==> config.mk <==
export PLATFORM = sky130hd
export DESIGN_NAME = instruction_decoder
export DESIGN_NICKNAME = d
export VERILOG_FILES = /design/src/decode_pkg.sv /design/src/opcode_classifier.sv /design/src/cycle_sequencer.sv /design/src/step_decoder.sv /design/src/instruction_decoder.sv
export SDC_FILE = /design/constraint.sdc
export NUM_CORES = 1
export LEC_CHECK = 0
export ABC_AREA = 1
export BUFFER_PORTS_ARGS = -buffer_cell sky130_fd_sc_hd__clkbuf_2
export CAP_MARGIN = 20
export CORE_AREA = 4 4 62 78
export CTS_BUF_LIST = sky130_fd_sc_hd__clkbuf_8
export DETAILED_ROUTE_END_ITERATION = 8
export DIE_AREA = 0 0 66 82
export PLACE_DENSITY = 0.86
export REMOVE_ABC_BUFFERS = 1
export SYNTH_ARGS = -nofsm -noshare
export SYNTH_HDL_FRONTEND = slang
export SYNTH_HIERARCHICAL = 1
export SYNTH_SLANG_ARGS = --single-unit
==> constraint.sdc <==
create_clock -name clk_ph2 -period 4.91 [get_ports clk_ph2]
set_input_delay 1.2275 -clock clk_ph2 [delete_from_list [all_inputs] [get_ports clk_ph2]]
set_output_delay 1.2275 -clock clk_ph2 [all_outputs]
set_load 0.03 [all_outputs]
==> src/decode_pkg.sv <==
package decode_pkg;

	//////////////////////////////////////////////////////////////////////
	// widths and scalar types
	//////////////////////////////////////////////////////////////////////

	localparam int BYTE_W  = 8;                 // data and opcode width
	localparam int CYCLE_W = 3;                 // instruction cycle counter
	localparam int OP_W    = 4;                 // operation class code
	localparam int MODE_W  = 2;                 // addressing mode code

	typedef logic [BYTE_W-1:0]  byte_t;         // one bus byte
	typedef logic [CYCLE_W-1:0] cycle_t;        // cycle within an instruction

	// brk is outside the kept set, so a fresh sequencer decodes as unknown
	localparam byte_t RESET_OPCODE = 8'h00;

	//////////////////////////////////////////////////////////////////////
	// opcodes, operations and modes
	//////////////////////////////////////////////////////////////////////

	typedef enum logic [BYTE_W-1:0] {
		ADC_IMM = 8'h69,                        // add with carry
		ADC_ZPG = 8'h65,
		ADC_ABS = 8'h6d,
		SBC_IMM = 8'he9,                        // subtract with borrow
		SBC_ZPG = 8'he5,
		SBC_ABS = 8'hed,
		CMP_IMM = 8'hc9,                        // compares against a, x, y
		CPX_IMM = 8'he0,
		CPY_IMM = 8'hc0,
		SEC     = 8'h38,                        // carry set / clear
		CLC     = 8'h18,
		INX     = 8'he8,                        // index steps
		DEX     = 8'hca,
		INY     = 8'hc8,
		DEY     = 8'h88,
		TAX     = 8'haa,                        // register transfers
		TXA     = 8'h8a,
		TAY     = 8'ha8,
		TYA     = 8'h98
	} opcode_e;

	typedef enum logic [OP_W-1:0] {
		OP_NONE,                                // unknown byte, plain fetch
		OP_ADC,
		OP_SBC,
		OP_CMP,
		OP_CPX,
		OP_CPY,
		OP_FLAGC,                               // sec and clc share one path
		OP_INX,
		OP_DEX,
		OP_INY,
		OP_DEY,
		OP_TAX,
		OP_TXA,
		OP_TAY,
		OP_TYA
	} op_class_e;

	typedef enum logic [MODE_W-1:0] {
		AM_IMPL,                                // one byte, no operand
		AM_IMM,                                 // operand follows opcode
		AM_ZPG,                                 // one address byte, page 0
		AM_ABS                                  // two address bytes
	} addr_mode_e;

	//////////////////////////////////////////////////////////////////////
	// control line bundles
	//////////////////////////////////////////////////////////////////////

	typedef struct packed {
		logic next_cycle;                       // step the cycle counter
		logic restart;                          // back to cycle 0, load ir
	} seq_ctl_t;

	typedef struct packed {
		logic dl_db;                            // data latch onto db
		logic ac_sb;
		logic ac_db;
		logic add_sb;                           // alu result onto sb
		logic sb_ac;
		logic sb_db;                            // sb / db bridge
		logic sb_x;
		logic sb_y;
		logic x_sb;
		logic y_sb;
		logic dl_adh;
		logic dl_adl;
		logic add_adl;                          // alu result onto adl
		logic z_adh;                            // zeros onto adh
	} bus_ctl_t;

	typedef struct packed {
		logic pcl_adl;
		logic pch_adh;
		logic adl_abl;                          // load address bus low
		logic adh_abh;                          // load address bus high
	} addr_ctl_t;

	typedef struct packed {
		logic pc_inc;
		logic pcl_pcl;                          // pc low recirculate
		logic pch_pch;                          // pc high recirculate
	} pc_ctl_t;

	typedef struct packed {
		logic sb_add;                           // a input from sb
		logic db_add;                           // b input from db
		logic ndb_add;                          // b input from inverted db
		logic z_add;                            // a input forced to zero
		logic none_add;                         // b input forced to all ones
		logic c_one;                            // carry in forced high
		logic sums;                             // alu adds
	} alu_ctl_t;

	typedef struct packed {
		logic avr_v;
		logic acr_c;
		logic dbz_z;
		logic db7_n;
		logic ir5_c;                            // carry from opcode bit 5
	} flag_ctl_t;

	typedef struct packed {
		seq_ctl_t  seq;
		bus_ctl_t  bus;
		addr_ctl_t addr;
		pc_ctl_t   pc;
		alu_ctl_t  alu;
		flag_ctl_t flag;
	} ctrl_word_t;

endpackage

==> src/opcode_classifier.sv <==
`timescale 1ns/1ps

module opcode_classifier (
	input  decode_pkg::byte_t      ir,
	output decode_pkg::op_class_e  op,
	output decode_pkg::addr_mode_e mode
);

	always_comb begin
		op   = decode_pkg::OP_NONE;             // anything off the table
		mode = decode_pkg::AM_IMPL;
		case (ir)
			decode_pkg::ADC_IMM: begin
				op   = decode_pkg::OP_ADC;
				mode = decode_pkg::AM_IMM;
			end
			decode_pkg::ADC_ZPG: begin
				op   = decode_pkg::OP_ADC;
				mode = decode_pkg::AM_ZPG;
			end
			decode_pkg::ADC_ABS: begin
				op   = decode_pkg::OP_ADC;
				mode = decode_pkg::AM_ABS;
			end
			decode_pkg::SBC_IMM: begin
				op   = decode_pkg::OP_SBC;
				mode = decode_pkg::AM_IMM;
			end
			decode_pkg::SBC_ZPG: begin
				op   = decode_pkg::OP_SBC;
				mode = decode_pkg::AM_ZPG;
			end
			decode_pkg::SBC_ABS: begin
				op   = decode_pkg::OP_SBC;
				mode = decode_pkg::AM_ABS;
			end
			decode_pkg::CMP_IMM: begin
				op   = decode_pkg::OP_CMP;
				mode = decode_pkg::AM_IMM;
			end
			decode_pkg::CPX_IMM: begin
				op   = decode_pkg::OP_CPX;
				mode = decode_pkg::AM_IMM;
			end
			decode_pkg::CPY_IMM: begin
				op   = decode_pkg::OP_CPY;
				mode = decode_pkg::AM_IMM;
			end
			// single byte group, mode stays implied
			decode_pkg::SEC,
			decode_pkg::CLC: op = decode_pkg::OP_FLAGC;    // bit 5 picks set or clear
			decode_pkg::INX: op = decode_pkg::OP_INX;
			decode_pkg::DEX: op = decode_pkg::OP_DEX;
			decode_pkg::INY: op = decode_pkg::OP_INY;
			decode_pkg::DEY: op = decode_pkg::OP_DEY;
			decode_pkg::TAX: op = decode_pkg::OP_TAX;
			decode_pkg::TXA: op = decode_pkg::OP_TXA;
			decode_pkg::TAY: op = decode_pkg::OP_TAY;
			decode_pkg::TYA: op = decode_pkg::OP_TYA;
			default: begin
				op   = decode_pkg::OP_NONE;     // unsupported byte
				mode = decode_pkg::AM_IMPL;
			end
		endcase
	end

endmodule

==> src/cycle_sequencer.sv <==
`timescale 1ns/1ps

module cycle_sequencer (
	input  logic                  clk_ph2,
	input  logic                  rst,
	input  decode_pkg::seq_ctl_t  seq,
	input  decode_pkg::byte_t     ir,
	output decode_pkg::cycle_t    cycle,
	output decode_pkg::byte_t     opcode
);

	decode_pkg::cycle_t cycle_inc;          // counter plus one

	assign cycle_inc = cycle + decode_pkg::cycle_t'(1);

	//////////////////////////////////////////////////////////////////////
	// cycle counter
	//////////////////////////////////////////////////////////////////////

	always_ff @(posedge clk_ph2) begin
		if (!rst) begin
			cycle <= '0;                    // start on the opcode cycle
		end else if (seq.restart) begin
			cycle <= '0;                    // last word of the instruction
		end else if (seq.next_cycle) begin
			cycle <= cycle_inc;
		end
	end

	//////////////////////////////////////////////////////////////////////
	// opcode latch
	//////////////////////////////////////////////////////////////////////

	// the byte on ir during the restart word becomes the next instruction
	always_ff @(posedge clk_ph2) begin
		if (!rst) begin
			opcode <= decode_pkg::RESET_OPCODE; // decodes as a bare fetch
		end else if (seq.restart) begin
			opcode <= ir;                   // next opcode sampled here
		end
	end

endmodule

==> src/step_decoder.sv <==
`timescale 1ns/1ps

module step_decoder (
	input  decode_pkg::op_class_e  op,
	input  decode_pkg::addr_mode_e mode,
	input  decode_pkg::cycle_t     cycle,
	output decode_pkg::ctrl_word_t word
);

	localparam decode_pkg::cycle_t CY_OPCODE = 'd0;    // store and fetch
	localparam decode_pkg::cycle_t CY_OPER1  = 'd1;    // first operand byte
	localparam decode_pkg::cycle_t CY_OPER2  = 'd2;
	localparam decode_pkg::cycle_t CY_OPER3  = 'd3;    // absolute only

	//////////////////////////////////////////////////////////////////////
	// shared word pieces
	//////////////////////////////////////////////////////////////////////

	// pc onto the address bus, pc held in its own latches
	function automatic decode_pkg::ctrl_word_t with_fetch(input decode_pkg::ctrl_word_t w,
			input logic inc);
		decode_pkg::ctrl_word_t f;
		f = w;
		f.addr.pcl_adl = 1'b1;
		f.addr.pch_adh = 1'b1;
		f.addr.adl_abl = 1'b1;
		f.addr.adh_abh = 1'b1;
		f.pc.pcl_pcl   = 1'b1;
		f.pc.pch_pch   = 1'b1;
		f.pc.pc_inc    = inc;                   // low for one byte opcodes
		return f;
	endfunction

	// register on sb, data latch on db, alu adds
	function automatic decode_pkg::ctrl_word_t with_arith(input decode_pkg::ctrl_word_t w,
			input decode_pkg::op_class_e o);
		decode_pkg::ctrl_word_t f;
		logic                   is_cmp;
		f        = w;
		is_cmp   = (o == decode_pkg::OP_CMP) || (o == decode_pkg::OP_CPX) ||
			(o == decode_pkg::OP_CPY);
		f.bus.dl_db   = 1'b1;                   // operand byte
		f.bus.x_sb    = (o == decode_pkg::OP_CPX);
		f.bus.y_sb    = (o == decode_pkg::OP_CPY);
		f.bus.ac_sb   = (o != decode_pkg::OP_CPX) && (o != decode_pkg::OP_CPY);
		f.alu.sb_add  = 1'b1;
		f.alu.db_add  = (o == decode_pkg::OP_ADC);
		f.alu.ndb_add = (o != decode_pkg::OP_ADC); // subtract adds the inverse
		f.alu.c_one   = is_cmp;                 // compare ignores the carry flag
		f.alu.sums    = 1'b1;
		return f;
	endfunction

	//////////////////////////////////////////////////////////////////////
	// cycle table
	//////////////////////////////////////////////////////////////////////

	always_comb begin
		word = '0;
		case (cycle)
			CY_OPCODE: begin
				word = with_fetch(word, 1'b1);
				word.seq.next_cycle = 1'b1;
				case (op)
					decode_pkg::OP_ADC, decode_pkg::OP_SBC: begin
						word.bus.add_sb  = 1'b1;    // sum into a through sb
						word.bus.sb_ac   = 1'b1;
						word.bus.sb_db   = 1'b1;    // flags read it on db
						word.flag.avr_v  = 1'b1;
						word.flag.acr_c  = 1'b1;
						word.flag.dbz_z  = 1'b1;
						word.flag.db7_n  = 1'b1;
					end
					decode_pkg::OP_CMP, decode_pkg::OP_CPX, decode_pkg::OP_CPY: begin
						word.flag.acr_c  = 1'b1;    // result itself is dropped
						word.flag.dbz_z  = 1'b1;
						word.flag.db7_n  = 1'b1;
					end
					decode_pkg::OP_INX, decode_pkg::OP_DEX,
					decode_pkg::OP_INY, decode_pkg::OP_DEY: begin
						word.bus.add_sb  = 1'b1;
						word.bus.sb_x    = (op == decode_pkg::OP_INX) || (op == decode_pkg::OP_DEX);
						word.bus.sb_y    = (op == decode_pkg::OP_INY) || (op == decode_pkg::OP_DEY);
						word.bus.sb_db   = 1'b1;
						word.flag.dbz_z  = 1'b1;
						word.flag.db7_n  = 1'b1;
					end
					default: ;                      // flags, transfers, unknown just fetch
				endcase
			end
			CY_OPER1: begin
				case (mode)
					decode_pkg::AM_IMM: begin
						word = with_fetch(word, 1'b1);  // operand byte read here
						word.seq.restart = 1'b1;
						word = with_arith(word, op);
					end
					decode_pkg::AM_ZPG: begin
						word.bus.dl_adl  = 1'b1;    // address byte to abl
						word.bus.z_adh   = 1'b1;    // page zero
						word.addr.adl_abl = 1'b1;
						word.addr.adh_abh = 1'b1;
						word.seq.next_cycle = 1'b1;
					end
					decode_pkg::AM_ABS: begin
						word = with_fetch(word, 1'b1);  // high address byte next
						word.seq.next_cycle = 1'b1;
						word.bus.dl_db   = 1'b1;    // park low byte in the alu
						word.alu.db_add  = 1'b1;
						word.alu.z_add   = 1'b1;
						word.alu.sums    = 1'b1;
					end
					default: begin
						word.seq.restart = 1'b1;
						word = with_fetch(word, op == decode_pkg::OP_NONE);
						case (op)
							decode_pkg::OP_FLAGC: word.flag.ir5_c = 1'b1;
							decode_pkg::OP_INX, decode_pkg::OP_DEX,
							decode_pkg::OP_INY, decode_pkg::OP_DEY: begin
								word.bus.x_sb   = (op == decode_pkg::OP_INX) ||
									(op == decode_pkg::OP_DEX);
								word.bus.y_sb   = (op == decode_pkg::OP_INY) ||
									(op == decode_pkg::OP_DEY);
								word.bus.sb_db  = 1'b1; // index reaches the b input
								word.alu.db_add = 1'b1;
								word.alu.sums   = 1'b1;
								// plus one as zero with carry, minus one as all ones
								word.alu.z_add    = (op == decode_pkg::OP_INX) ||
									(op == decode_pkg::OP_INY);
								word.alu.c_one    = word.alu.z_add;
								word.alu.none_add = !word.alu.z_add;
							end
							decode_pkg::OP_TAX, decode_pkg::OP_TAY: begin
								word.bus.ac_sb  = 1'b1;
								word.bus.ac_db  = 1'b1; // flags see a on db
								word.bus.sb_x   = (op == decode_pkg::OP_TAX);
								word.bus.sb_y   = (op == decode_pkg::OP_TAY);
								word.flag.dbz_z = 1'b1;
								word.flag.db7_n = 1'b1;
							end
							decode_pkg::OP_TXA, decode_pkg::OP_TYA: begin
								word.bus.x_sb   = (op == decode_pkg::OP_TXA);
								word.bus.y_sb   = (op == decode_pkg::OP_TYA);
								word.bus.sb_db  = 1'b1;
								word.bus.sb_ac  = 1'b1;
								word.flag.dbz_z = 1'b1;
								word.flag.db7_n = 1'b1;
							end
							default: ;              // unknown byte ends its fetch
						endcase
					end
				endcase
			end
			CY_OPER2: begin
				if (mode == decode_pkg::AM_ABS) begin
					word.bus.add_adl  = 1'b1;       // low byte back out of the alu
					word.bus.dl_adh   = 1'b1;       // high byte from the latch
					word.addr.adl_abl = 1'b1;
					word.addr.adh_abh = 1'b1;
					word.seq.next_cycle = 1'b1;
				end else begin
					word = with_fetch(word, 1'b1);  // zero page data is in dl
					word.seq.restart = 1'b1;
					if (mode == decode_pkg::AM_ZPG) begin
						word = with_arith(word, op);
					end
				end
			end
			CY_OPER3: begin
				word = with_fetch(word, 1'b1);
				word.seq.restart = 1'b1;
				if (mode == decode_pkg::AM_ABS) begin
					word = with_arith(word, op);    // absolute data is in dl
				end
			end
			default: begin
				word = with_fetch(word, 1'b1);      // stray count recovers here
				word.seq.restart = 1'b1;
			end
		endcase
	end

endmodule

==> src/instruction_decoder.sv <==
`timescale 1ns/1ps

module instruction_decoder (
	input  logic                   clk_ph2,
	input  logic                   rst,
	input  decode_pkg::byte_t      ir,
	output decode_pkg::ctrl_word_t ctrl
);

	decode_pkg::byte_t      opcode;         // latched instruction
	decode_pkg::cycle_t     cycle;          // step within it
	decode_pkg::op_class_e  op;
	decode_pkg::addr_mode_e mode;
	decode_pkg::ctrl_word_t word;           // combinational next word

	//////////////////////////////////////////////////////////////////////
	// decode path
	//////////////////////////////////////////////////////////////////////

	cycle_sequencer u_seq (
		.clk_ph2 (clk_ph2),
		.rst     (rst),
		.seq     (word.seq),                // steps on the same edge as ctrl
		.ir      (ir),
		.cycle   (cycle),
		.opcode  (opcode)
	);

	opcode_classifier u_class (
		.ir   (opcode),
		.op   (op),
		.mode (mode)
	);

	step_decoder u_step (
		.op    (op),
		.mode  (mode),
		.cycle (cycle),
		.word  (word)
	);

	// one word per clock, no stall
	always_ff @(posedge clk_ph2) begin
		if (!rst) begin
			ctrl <= '0;                     // all lines idle
		end else begin
			ctrl <= word;
		end
	end

endmodule

======== After elaboration in Yosys (flattened, before gate mapping) ========
Cells that the tools add are included.
storage, ports and cells
  bits of input ports ..................... 10
  output and inout port bits .............. 35
  flip-flop bits (word level) ............. 46
  logic and storage cells ................. 139
cells by class
  multiplexer cells ....................... 32
  $add $sub $neg .......................... 1
  bitwise logic cells ..................... 1
  reduce and logical (&&, ||, !) cells .... 26
  equality and inequality tests ........... 42
operator list
  kind                count
  $pmux 35 s4         1
  $eq 8x8->1 const B  14
  $mux 33             2
  $pmux 4 s14         1
  $pmux 15 s3         1
  $pmux 12 s3         1
  $eq 4x4->1 const B  7
  $eq 8x7->1 const B  3
  $eq 4x3->1 const B  4
  $reduce_or 2->1     8
  $mux 15             1
  $mux 2              7
  $mux 1              13
  $reduce_or 6->1     2
  $mux 11             1
  $reduce_or 5->1     2
  $reduce_or 9->1     1
  $eq 4x2->1 const B  2
  $eq 8x5->1 const B  1
  $eq 8x6->1 const B  1
  $ne 4x3->1 const B  2
  $reduce_or 4->1     2
  $eq 3x2->1 const B  2
  $pmux 2 s3          1
  other kinds (16)    22

======== Longest topological paths before layout ========
Gate-level depths: netlist of the first run.
  depth in word-level cells ............... 10
  depth in mapped cells ................... 18
  gate-level depth less buffers ........... 17

======== Hierarchy ========
The synthesis of the first run kept the hierarchy.
modules (own cells, without submodules)
  module               area each (µm²)  cells each  times used
  instruction_decoder  1004.7           109         1
  step_decoder         688.2            143         1
  cycle_sequencer      410.4            53          1
  opcode_classifier    381.6            89          1

======== Worst setup path before layout of the first run ========
No wires, ideal clock.
  path type ............................... register to register
  start point ............................. register u_seq.opcode[5]
  end point ............................... register u_seq.opcode[5]
  period minus slack after synthesis ...... 2247 ps
  data required time ...................... 4840 ps
  arrival ................................. 2177 ps
  path slack .............................. 2663 ps
  path buffers ............................ 1
  setup time .............................. 70 ps
  cell stages (with the launch flop) ...... 15
  path through ............................ dfxtp_1 inv_2 nor2_4 nand2_1 o21ai_0 nand2_1 or2_0 nand2_1 nand2_1 nor2_1 inv_1 buf_6 inv_2 nand2_1 a21oi_1
RTL lines
  element                   line                   RTL
  start: declaration        cycle_sequencer.sv:9   output decode_pkg::byte_t opcode
  start signal: assignment  cycle_sequencer.sv:37  opcode <= decode_pkg::RESET_OPCODE;
  start signal: assignment  cycle_sequencer.sv:39  opcode <= ir;

==> metrics.md, run 1 <==
| Metric | Value |
|---|---|
| Core area | `0.00407 mm²` |
| Slew Limit Fails | `0` |
| Power density over the cells | `~500 mW/mm²` |
| N_diodes | `0` |
| I/O Pins | `between 40 and 50` |
| Worst Path Arrival | `2.99 ns` |
| Final core utilization | `67.7%` |
| Fin. Hold Viols | `0` |
| Worst Hold Depth | `2` |
| Die width | `66 µm` |
| Worst Hold Class | `reg -> reg` |
| Number of flops mapped to enable cells by yosys | `0` |
| Antenna violations before repair | `0` |
| Switch Pwr | `653 µW` |
| WHS Endpoint | `u_seq/opcode[5]$_SDFFE_PN0P_` |
| Detailed Route Iter0 Violations | `slightly below 90` |
| Pre-antenna DRT Iters | `4` |
| CP max FO | `11` |
| Compound-gate portion of the synthesized area | `3.93%` |
| CTS tree | `done` |
| Setup bufs post-CTS | `0` |
| Gpl congestion | `0.910` |
| Tot GR Track Use | `just under 20%` |
| Via density | `approximately 4.6` |
| Row count | `26` |
| Proportion of synthesized area in mux cells | `0%` |
| WL/cell | `9.80 µm` |
| Synthesized cell area | `0.00248 mm²` |
| Launch point of the worst hold path | `u_seq/opcode[5]$_SDFFE_PN0P_` |
| DRC viols | `0` |
| Share of layout cells above drive strength 1 | `about a fifth` |
| Syn Inst Count | `394` |
| Pleak | `0.00171 µW` |
| Worst path slowest cell | `o21ai_0` |
| Fin crit share | `about 56%` |
| Vias | `2,248` |
| CTS root buf | `clkbuf_8` |
| Area grow syn2layout | `10.7%` |
| Max incr delay on CP | `0.43 ns` |
| R2R Path Start | `u_seq/opcode[0]$_SDFFE_PN0P_` |
| Bufs on Longest Clock Path | `2` |
| Crit Path Category | `reg -> reg` |
| # resized after CTS | `0` |
| Vias in the first global route | `2,076` |
| Outcome | `finished clean` |
| Final period demand of the worst path | `2.75 ns` |
| Global-route wire length before repair | `8320 µm` |
| Worst-Skew Late Latency | `0.30 ns` |
| Switching Share | `between 40% and 50%` |
| Clock Skews | `0.00557 ns` |
| Slew @ Worst Pin | `between 0.7 and 0.8 ns` |
| Inserted Clock Buffers | `5` |
| Final number of setup-violating endpoints | `0` |
| Worst setup margin | `2.16 ns` |
| Top FF cell, synth | `dfxtp_1` |
| Worst Setup End Kind | `register` |
| Pre-CTS setup slack | `2.25 ns` |
| Sequential Power Share | `between 30% and 40%` |
| Rel. slew slack | `51.0%` |
| Total wire length | `about 4800 µm` |
| Required time worst endpoint | `5.15 ns` |
| Worst-case hold slack | `0.549 ns` |
| Clk pwr share | `16.9%` |
| Logic pwr share | `45.5%` |
| H-tree depth | `2` |
| Largest net degree at the start of global routing | `45` |
| Fillers | `391` |
| XOR/XNOR share of the synthesized area | `0.352%` |
| Worst-path cell chain | `nand2_1 > inv_1 > nand3_1 > o21ai_0 > nand2_1 > or2_0 > nand2_1 > nand2_1 > nor2_1 > inv_1 > inv_2 > nand2_1 > a21oi_1` |
| Clk slew on worst S/H paths | `~0.09 ns` |
| CTS sink count | `46` |
| Cells on worst reg2reg path | `13` |
| Reg2reg end | `u_seq/cycle[1]$_SDFFE_PP0P_` |
| Initial Util | `61.1%` |
| Syn. warnings | `6` |
| Cell Int Power | `725 µW` |
| Hold buffer count at CTS | `0` |
| Final ANT Viol Nets | `0` |
| Post-DP HPWL | `3760 µm` |
| R2R setup slack | `2.16 ns` |
| Setup tns final | `0 ns` |
| FMAX | `364 MHz` |
| Port Buffers | `44` |
| Async SR Flop Fraction | `0%` |
| Critical path startpoint category | `register` |
| Avg Cell Area, Syn | `6.31 µm²` |
| RSZ-0062 raised after global routing | `false` |
| GRT Residual Overflow | `0` |
| Die Ht | `82 µm` |
| CP dominant cell by count | `nand2_1` |
| Largest family of logic cells by synthesized area | `simple AND/OR/NAND/NOR gates` |
| Final #Nets | `about 440` |
| Post-Synth Adder-Cell Area | `0.504%` |
| Max VDD drop | `a little over 400 µV` |
| Synth cell types | `25` |
| DIE AREA | `0.00541 mm²` |
| Post-synthesis register bit count | `46` |
| Register area share after synthesis | `37.1%` |
| MaxCap Viol Count | `0` |
| Simple-gate share of the synthesized area | `approximately two fifths` |
==> worst max-delay path, delay by kind of cell (launching register included) <==
kind / cells / cell delay, ns
compound gates: 2 / 0.55
buf+inv: 3 / 0.59
flops: 1 / 0.42
simple gates: 8 / 1.12
==> flip-flops by register name (all words and copies together) (netlist names) <==
register,count
ctrl,35
u_seq/opcode,8
u_seq/cycle,3
==> per-stage QoR <==
stage          cells  power (µW)  instance area, µm²
4_1_cts          489        1380                2750
3_5_place_dp     481        1150                2660
5_1_grt          489        1490                2750
3_3_place_gp     481        1140                2660
2_1_floorplan    381        1000                2370
6_report         489        1380                2750
==> cells by family after synthesis <==
| group | count (synthesis) |
|---|---|
| AO/OA/AOI/OAI | 19 |
| XOR/XNOR | 1 |
| buffers and inverters | 88 |
| adder cells (fa/ha/maj) | 1 |
| flip-flops | 46 |
| other | 1 |
| AND/OR/NAND/NOR | 238 |
==> cell type report <==
type / count / area, µm² / area share (%)
clock buffer: 5 / 68.8 / 2.50
clock inverter: 3 / 23.8 / 0.864
inverter: 74 / 278 / 10.1
multi-input combinational: 261 / 1170 / 42.5
sequential: 46 / 921 / 33.5
tap: 56 / 70.1 / 2.55
timing repair buffer: 44 / 220 / 8.00
==> placed cells by master, fill, tap and decap left out, types with 6 or more instances in the layout <==
| cell | instances |
|---|---|
| nand2_1 | 127 |
| inv_1 | 59 |
| nor2_1 | 59 |
| dfxtp_1 | 46 |
| clkbuf_2 | 44 |
| nand3_1 | 24 |
| inv_2 | 14 |
| o21ai_0 | 10 |
| nor2_4 | 6 |
| nand2_2 | 6 |
| a21oi_1 | 6 |
==> per-layer routing <==
layer  global-route usage [%]  share of wire (%)  vias to the layer above
li1                         -                  -                     1229
met1                     19.5                 41                      952
met3                     4.51                5.2                       11
met5                        0                  0                        -
met4                     10.6                2.1                        0
met2                     37.0                 51                       56
==> Yosys cell counts (6+ instances only) <==
library cell  number  area share [%]
a21oi_1            6             1.2
nand2_2            6             1.5
dfxtp_1           46              37
buf_4             10             3.0
inv_2             14             2.1
nand2_1          127              19
nor2_1            59             8.9
o21ai_0           10             2.0
inv_1             59             8.9
nor2_4             6             2.7
nand3_1           24             4.8
==> how the worst max path moves through the flow <==
stage,cells past startpoint,endpoint,startpoint
6_report,13,u_seq/cycle[1]$_SDFFE_PP0P_,u_seq/opcode[0]$_SDFFE_PN0P_
5_1_grt,13,u_seq/opcode[5]$_SDFFE_PN0P_,u_seq/opcode[0]$_SDFFE_PN0P_
3_3_place_gp,14,u_seq/cycle[1]$_SDFFE_PP0P_,u_seq/opcode[3]$_SDFFE_PN0P_
4_1_cts,13,u_seq/cycle[1]$_SDFFE_PP0P_,u_seq/opcode[0]$_SDFFE_PN0P_
3_5_place_dp,14,u_seq/cycle[1]$_SDFFE_PP0P_,u_seq/opcode[2]$_SDFFE_PN0P_
2_1_floorplan,15,u_seq/opcode[5]$_SDFFE_PN0P_,u_seq/opcode[5]$_SDFFE_PN0P_
==> power by group through the flow <==
stage,combinational [µW],clock [µW],sequential [µW]
finish,627,233,518
global route,707,254,530
CTS,626,240,518
detailed placement,623,0,527
global placement,615,0,522
floorplan,414,0,588
(Power assumes the default switching activity.)
==> run 2, diff against run 1 <==
--- a/config.mk
+++ b/config.mk
@@ -5,14 +5,14 @@
 export SDC_FILE = /design/constraint.sdc
 export NUM_CORES = 1
 export LEC_CHECK = 0
-export ABC_AREA = 1
+export ABC_AREA = 0
 export BUFFER_PORTS_ARGS = -buffer_cell sky130_fd_sc_hd__clkbuf_2
 export CAP_MARGIN = 20
-export CORE_AREA = 4 4 62 78
+export CORE_AREA = 4 4 67 84
 export CTS_BUF_LIST = sky130_fd_sc_hd__clkbuf_8
 export DETAILED_ROUTE_END_ITERATION = 8
-export DIE_AREA = 0 0 66 82
-export PLACE_DENSITY = 0.86
+export DIE_AREA = 0 0 71 88
+export PLACE_DENSITY = 0.77
 export REMOVE_ABC_BUFFERS = 1
 export SYNTH_ARGS = -nofsm -noshare
 export SYNTH_HDL_FRONTEND = slang
==> constraint.sdc (replaced) <==
create_clock -name clk_ph2 -period 2.4 [get_ports clk_ph2]
set_input_delay 0.6 -clock clk_ph2 [delete_from_list [all_inputs] [get_ports clk_ph2]]
set_output_delay 0.6 -clock clk_ph2 [all_outputs]
set_load 0.03 [all_outputs]
==> metrics.md, run 2 <==
| Metric | Value |
|---|---|
| Worst Hold Depth | `2` |
| CP top delay family | `simple AND/OR/NAND/NOR gates` |
| Required time worst endpoint | `2.59 ns` |
| Bufs on Longest Clock Path | `2` |
| Crit Path Category | `reg -> reg` |
| Core area | `0.00476 mm²` |
| Switch Pwr | `922 µW` |
| Register area share after synthesis | `37.7%` |
| FMAX | `443 MHz` |
| Critical path startpoint category | `register` |
| WHS Endpoint | `u_seq/opcode[5]$_SDFFE_PN0P_` |
| WL/cell | `12.6 µm` |
| Post-DP HPWL | `approximately 3400 µm` |
| Pleak | `0.00120 µW` |
| R2R Path Start | `u_seq/opcode[7]$_SDFFE_PN0P_` |
| Async SR Flop Fraction | `0%` |
| Most area-consuming cells after synthesis | `dfxtp_1 (38%), and2_2 (11%), mux2i_1 (5.3%)` |
| Largest register FFs | `35` |
| Clk pwr share | `22.1%` |
| I/O Pins | `45` |
| Slew Limit Fails | `0` |
| R2R setup slack | `around 0.14 ns` |
| DIE AREA | `between 0.006 and 0.007 mm²` |
| Vias | `1,966` |
| Rel. slew slack | `57.5%` |
| Worst path bufs/invs | `0` |
| Hold buffer count at CTS | `0` |
| Cell Int Power | `1580 µW` |
| Reg2reg end | `ctrl[14]$_SDFF_PN0_` |
| Biggest register | `ctrl` |
| Worst-Skew Late Latency | `~0.29 ns` |
| Clk slew on worst S/H paths | `0.08 ns` |
| Area grow syn2layout | `14.8%` |
| CTS root buf | `clkbuf_8` |
| H-tree depth | `2` |
| Syn. warnings | `6` |
| Max VDD drop | `614 µV` |
| Worst-path cell chain | `nor2b_4 > a32oi_1 > o22ai_1 > o2bb2ai_1 > or3_1 > nor3_1 > or4b_1 > a21o_1 > and2_2` |
| Port Buffers | `44` |
| Global-route wire length before repair | `between 8000 and 9000 µm` |
| Most frequent cells in the layout | `dfxtp_1 (45), clkbuf_2 (44), and2_2 (35), nand2_1 (18), nor2_1 (16)` |
| Detailed Route Iter0 Violations | `approximately 150` |
| Synth cell types | `59` |
| Setup bufs post-CTS | `0` |
| Avg Cell Area, Syn | `8.95 µm²` |
| Tot GR Track Use | `15.9%` |
| Synthesized cell area | `0.00244 mm²` |
| RSZ-0062 raised after global routing | `false` |
| Power Total | `2510 µW` |
| Cells on worst reg2reg path | `9` |
| Pre-antenna DRT Iters | `4` |
| Share of layout cells above drive strength 1 | `roughly two fifths` |
| Vias in the first global route | `roughly 1.8k` |
| Syn Inst Count | `273` |
| Worst Hold Class | `reg -> reg` |
| Gpl congestion | `around 0.9` |
| Power density over the cells | `894 mW/mm²` |
| Commonest non-fill, non-tap cell in the layout | `dfxtp_1` |
| Largest regs | `ctrl (35), u_seq/opcode (8), u_seq/cycle (3)` |
| Logic pwr share | `38.4%` |
| Die width | `roughly 71 µm` |
| Sequential Power Share | `39.5%` |
| Worst path slowest cell | `or4b_1` |
| Fin crit share | `94.0%` |
| Post-synthesis register bit count | `46` |
| CP max FO | `6` |
| Die Ht | `88 µm` |
| Initial Util | `51.3%` |
| Via density | `5.28` |
| Number of flops mapped to enable cells by yosys | `0` |
| Antenna violations before repair | `0` |
| CTS tree | `done` |
| Row count | `28` |
| DRC viols | `0` |
| Final ANT Viol Nets | `0` |
| Slew @ Worst Pin | `0.637 ns` |
| Final core utilization | `a little under 60%` |
| Worst Setup End Kind | `register` |
| Worst Path Arrival | `2.44 ns` |
| MaxCap Viol Count | `0` |
| Top FF cell, synth | `dfxtp_1` |
| Final period demand of the worst path | `2.26 ns` |
| Top-area cell type share of the netlist area | `37.7%` |
| GRT Residual Overflow | `0` |
| Most common cell in the netlist | `dfxtp_1` |
| N_diodes | `0` |
| Fin. Hold Viols | `0` |
| Yosys top cell by area | `dfxtp_1` |
| Max incr delay on CP | `0.46 ns` |
| Inserted Clock Buffers | `5` |
| Setup tns final | `0 ns` |
| Outcome | `finished clean` |
| Final #Nets | `322` |
| Launch point of the worst hold path | `u_seq/opcode[5]$_SDFFE_PN0P_` |
| Commonest cells post-synth | `dfxtp_1 (46), and2_2 (35), nand2_1 (18)` |
| CTS sink count | `between 40 and 50` |
| Clock Skews | `about 0.005 ns` |
| Final number of setup-violating endpoints | `0` |
| Switching Share | `a little under two fifths` |
| Total wire length | `4680 µm` |
| Worst-case hold slack | `0.560 ns` |
| Largest net degree at the start of global routing | `45` |
[run 2: cell count changes in the layout (fill, tap and decap cells not counted), moves of 13 or more]
cell     change
inv_1       -55
inv_2       -13
nand3_1     -20
nor2_1      -43
nand2_1    -109
and2_2      +35
[run 2: layer usage]
metal	part of all wire [%]	global-route usage, %	vias up
met2	52	30.0	52
li1	-	-	1009
met3	5.1	2.99	8
met1	41	17.3	897
met4	1.9	6.67	0
met5	0	0	-
[run 2: logic make-up (layout without fill, tap and decap cells)]
family | Yosys count | in the layout | share of synthesized area [%]
AOI/OAI and AO/OA | 51 | 51 | 13.8
xor gates and xnor gates | 4 | 4 | 1.43
adders and majority gates | 1 | 1 | 0.512
buffers and inverters | 32 | 70 | 8.14
DFF | 46 | 46 | 37.7
muxes | 13 | 13 | 5.32
other | 1 | 2 | 0.153
and+or+nand+nor | 125 | 125 | 32.9
[run 2: worst max-delay path by stage]
| stage | startpoint | end | slack (ns) | cells past startpoint |
|---|---|---|---|---|
| floorplan | u_seq/opcode[6]$_SDFFE_PN0P_ | ctrl[14]$_SDFF_PN0_ | -0.38 | 8 |
| global placement | u_seq/opcode[4]$_SDFFE_PN0P_ | ctrl[10]$_SDFF_PN0_ | 0.15 | 10 |
| detailed placement | u_seq/opcode[4]$_SDFFE_PN0P_ | ctrl[14]$_SDFF_PN0_ | 0.11 | 9 |
| CTS | u_seq/opcode[7]$_SDFFE_PN0P_ | ctrl[14]$_SDFF_PN0_ | 0.09 | 9 |
| global route | u_seq/opcode[7]$_SDFFE_PN0P_ | ctrl[10]$_SDFF_PN0_ | 0.006 | 11 |
| finish | u_seq/opcode[7]$_SDFFE_PN0P_ | ctrl[14]$_SDFF_PN0_ | 0.14 | 9 |
[run 2: repair_timing]
action,in CTS,in global routing
endpoints found under the hold margin,0,0
endpoints found under the setup margin,0,21
resized for setup,0,8
[run 2: layout make-up]
class / instances / area [µm²]
Clock buffer: 5 / 68.8
Tap cell: 60 / 75.1
Clock inverter: 3 / 40.0
Inverter: 5 / 18.8
Fill cell: 457 / 1960
Timing Repair Buffer: 57 / 325
Sequential cell: 46 / 922
Multi-Input combinational cell: 196 / 1360
[run 2: power by group through the flow]
stage	combinational (µW)	clock [µW]	sequential, µW
floorplan	587	0	1100
global placement	934	0	997
detailed placement	948	0	1000
CTS	955	574	984
global route	1060	608	1010
finish	963	554	990
[run 2: through the flow]
| step | setup WS (ns) | instances | cell area [µm²] |
|---|---|---|---|
| after floorplan | -0.380 | 247 | 2270 |
| after CTS | 0.0924 | 372 | 2780 |
| after detailed placement | 0.113 | 364 | 2670 |
| after global placement | 0.154 | 364 | 2670 |
| after global routing | 0.00586 | 372 | 2810 |
| final | 0.144 | 372 | 2810 |
[run 2: worst reg2reg max path: stages, from the launching register on]
cell	delay, ns
dfxtp_1	0.38
nor2b_4	0.23
a32oi_1	0.12
o22ai_1	0.20
o2bb2ai_1	0.18
or3_1	0.20
nor3_1	0.05
or4b_1	0.46
a21o_1	0.16
and2_2	0.17
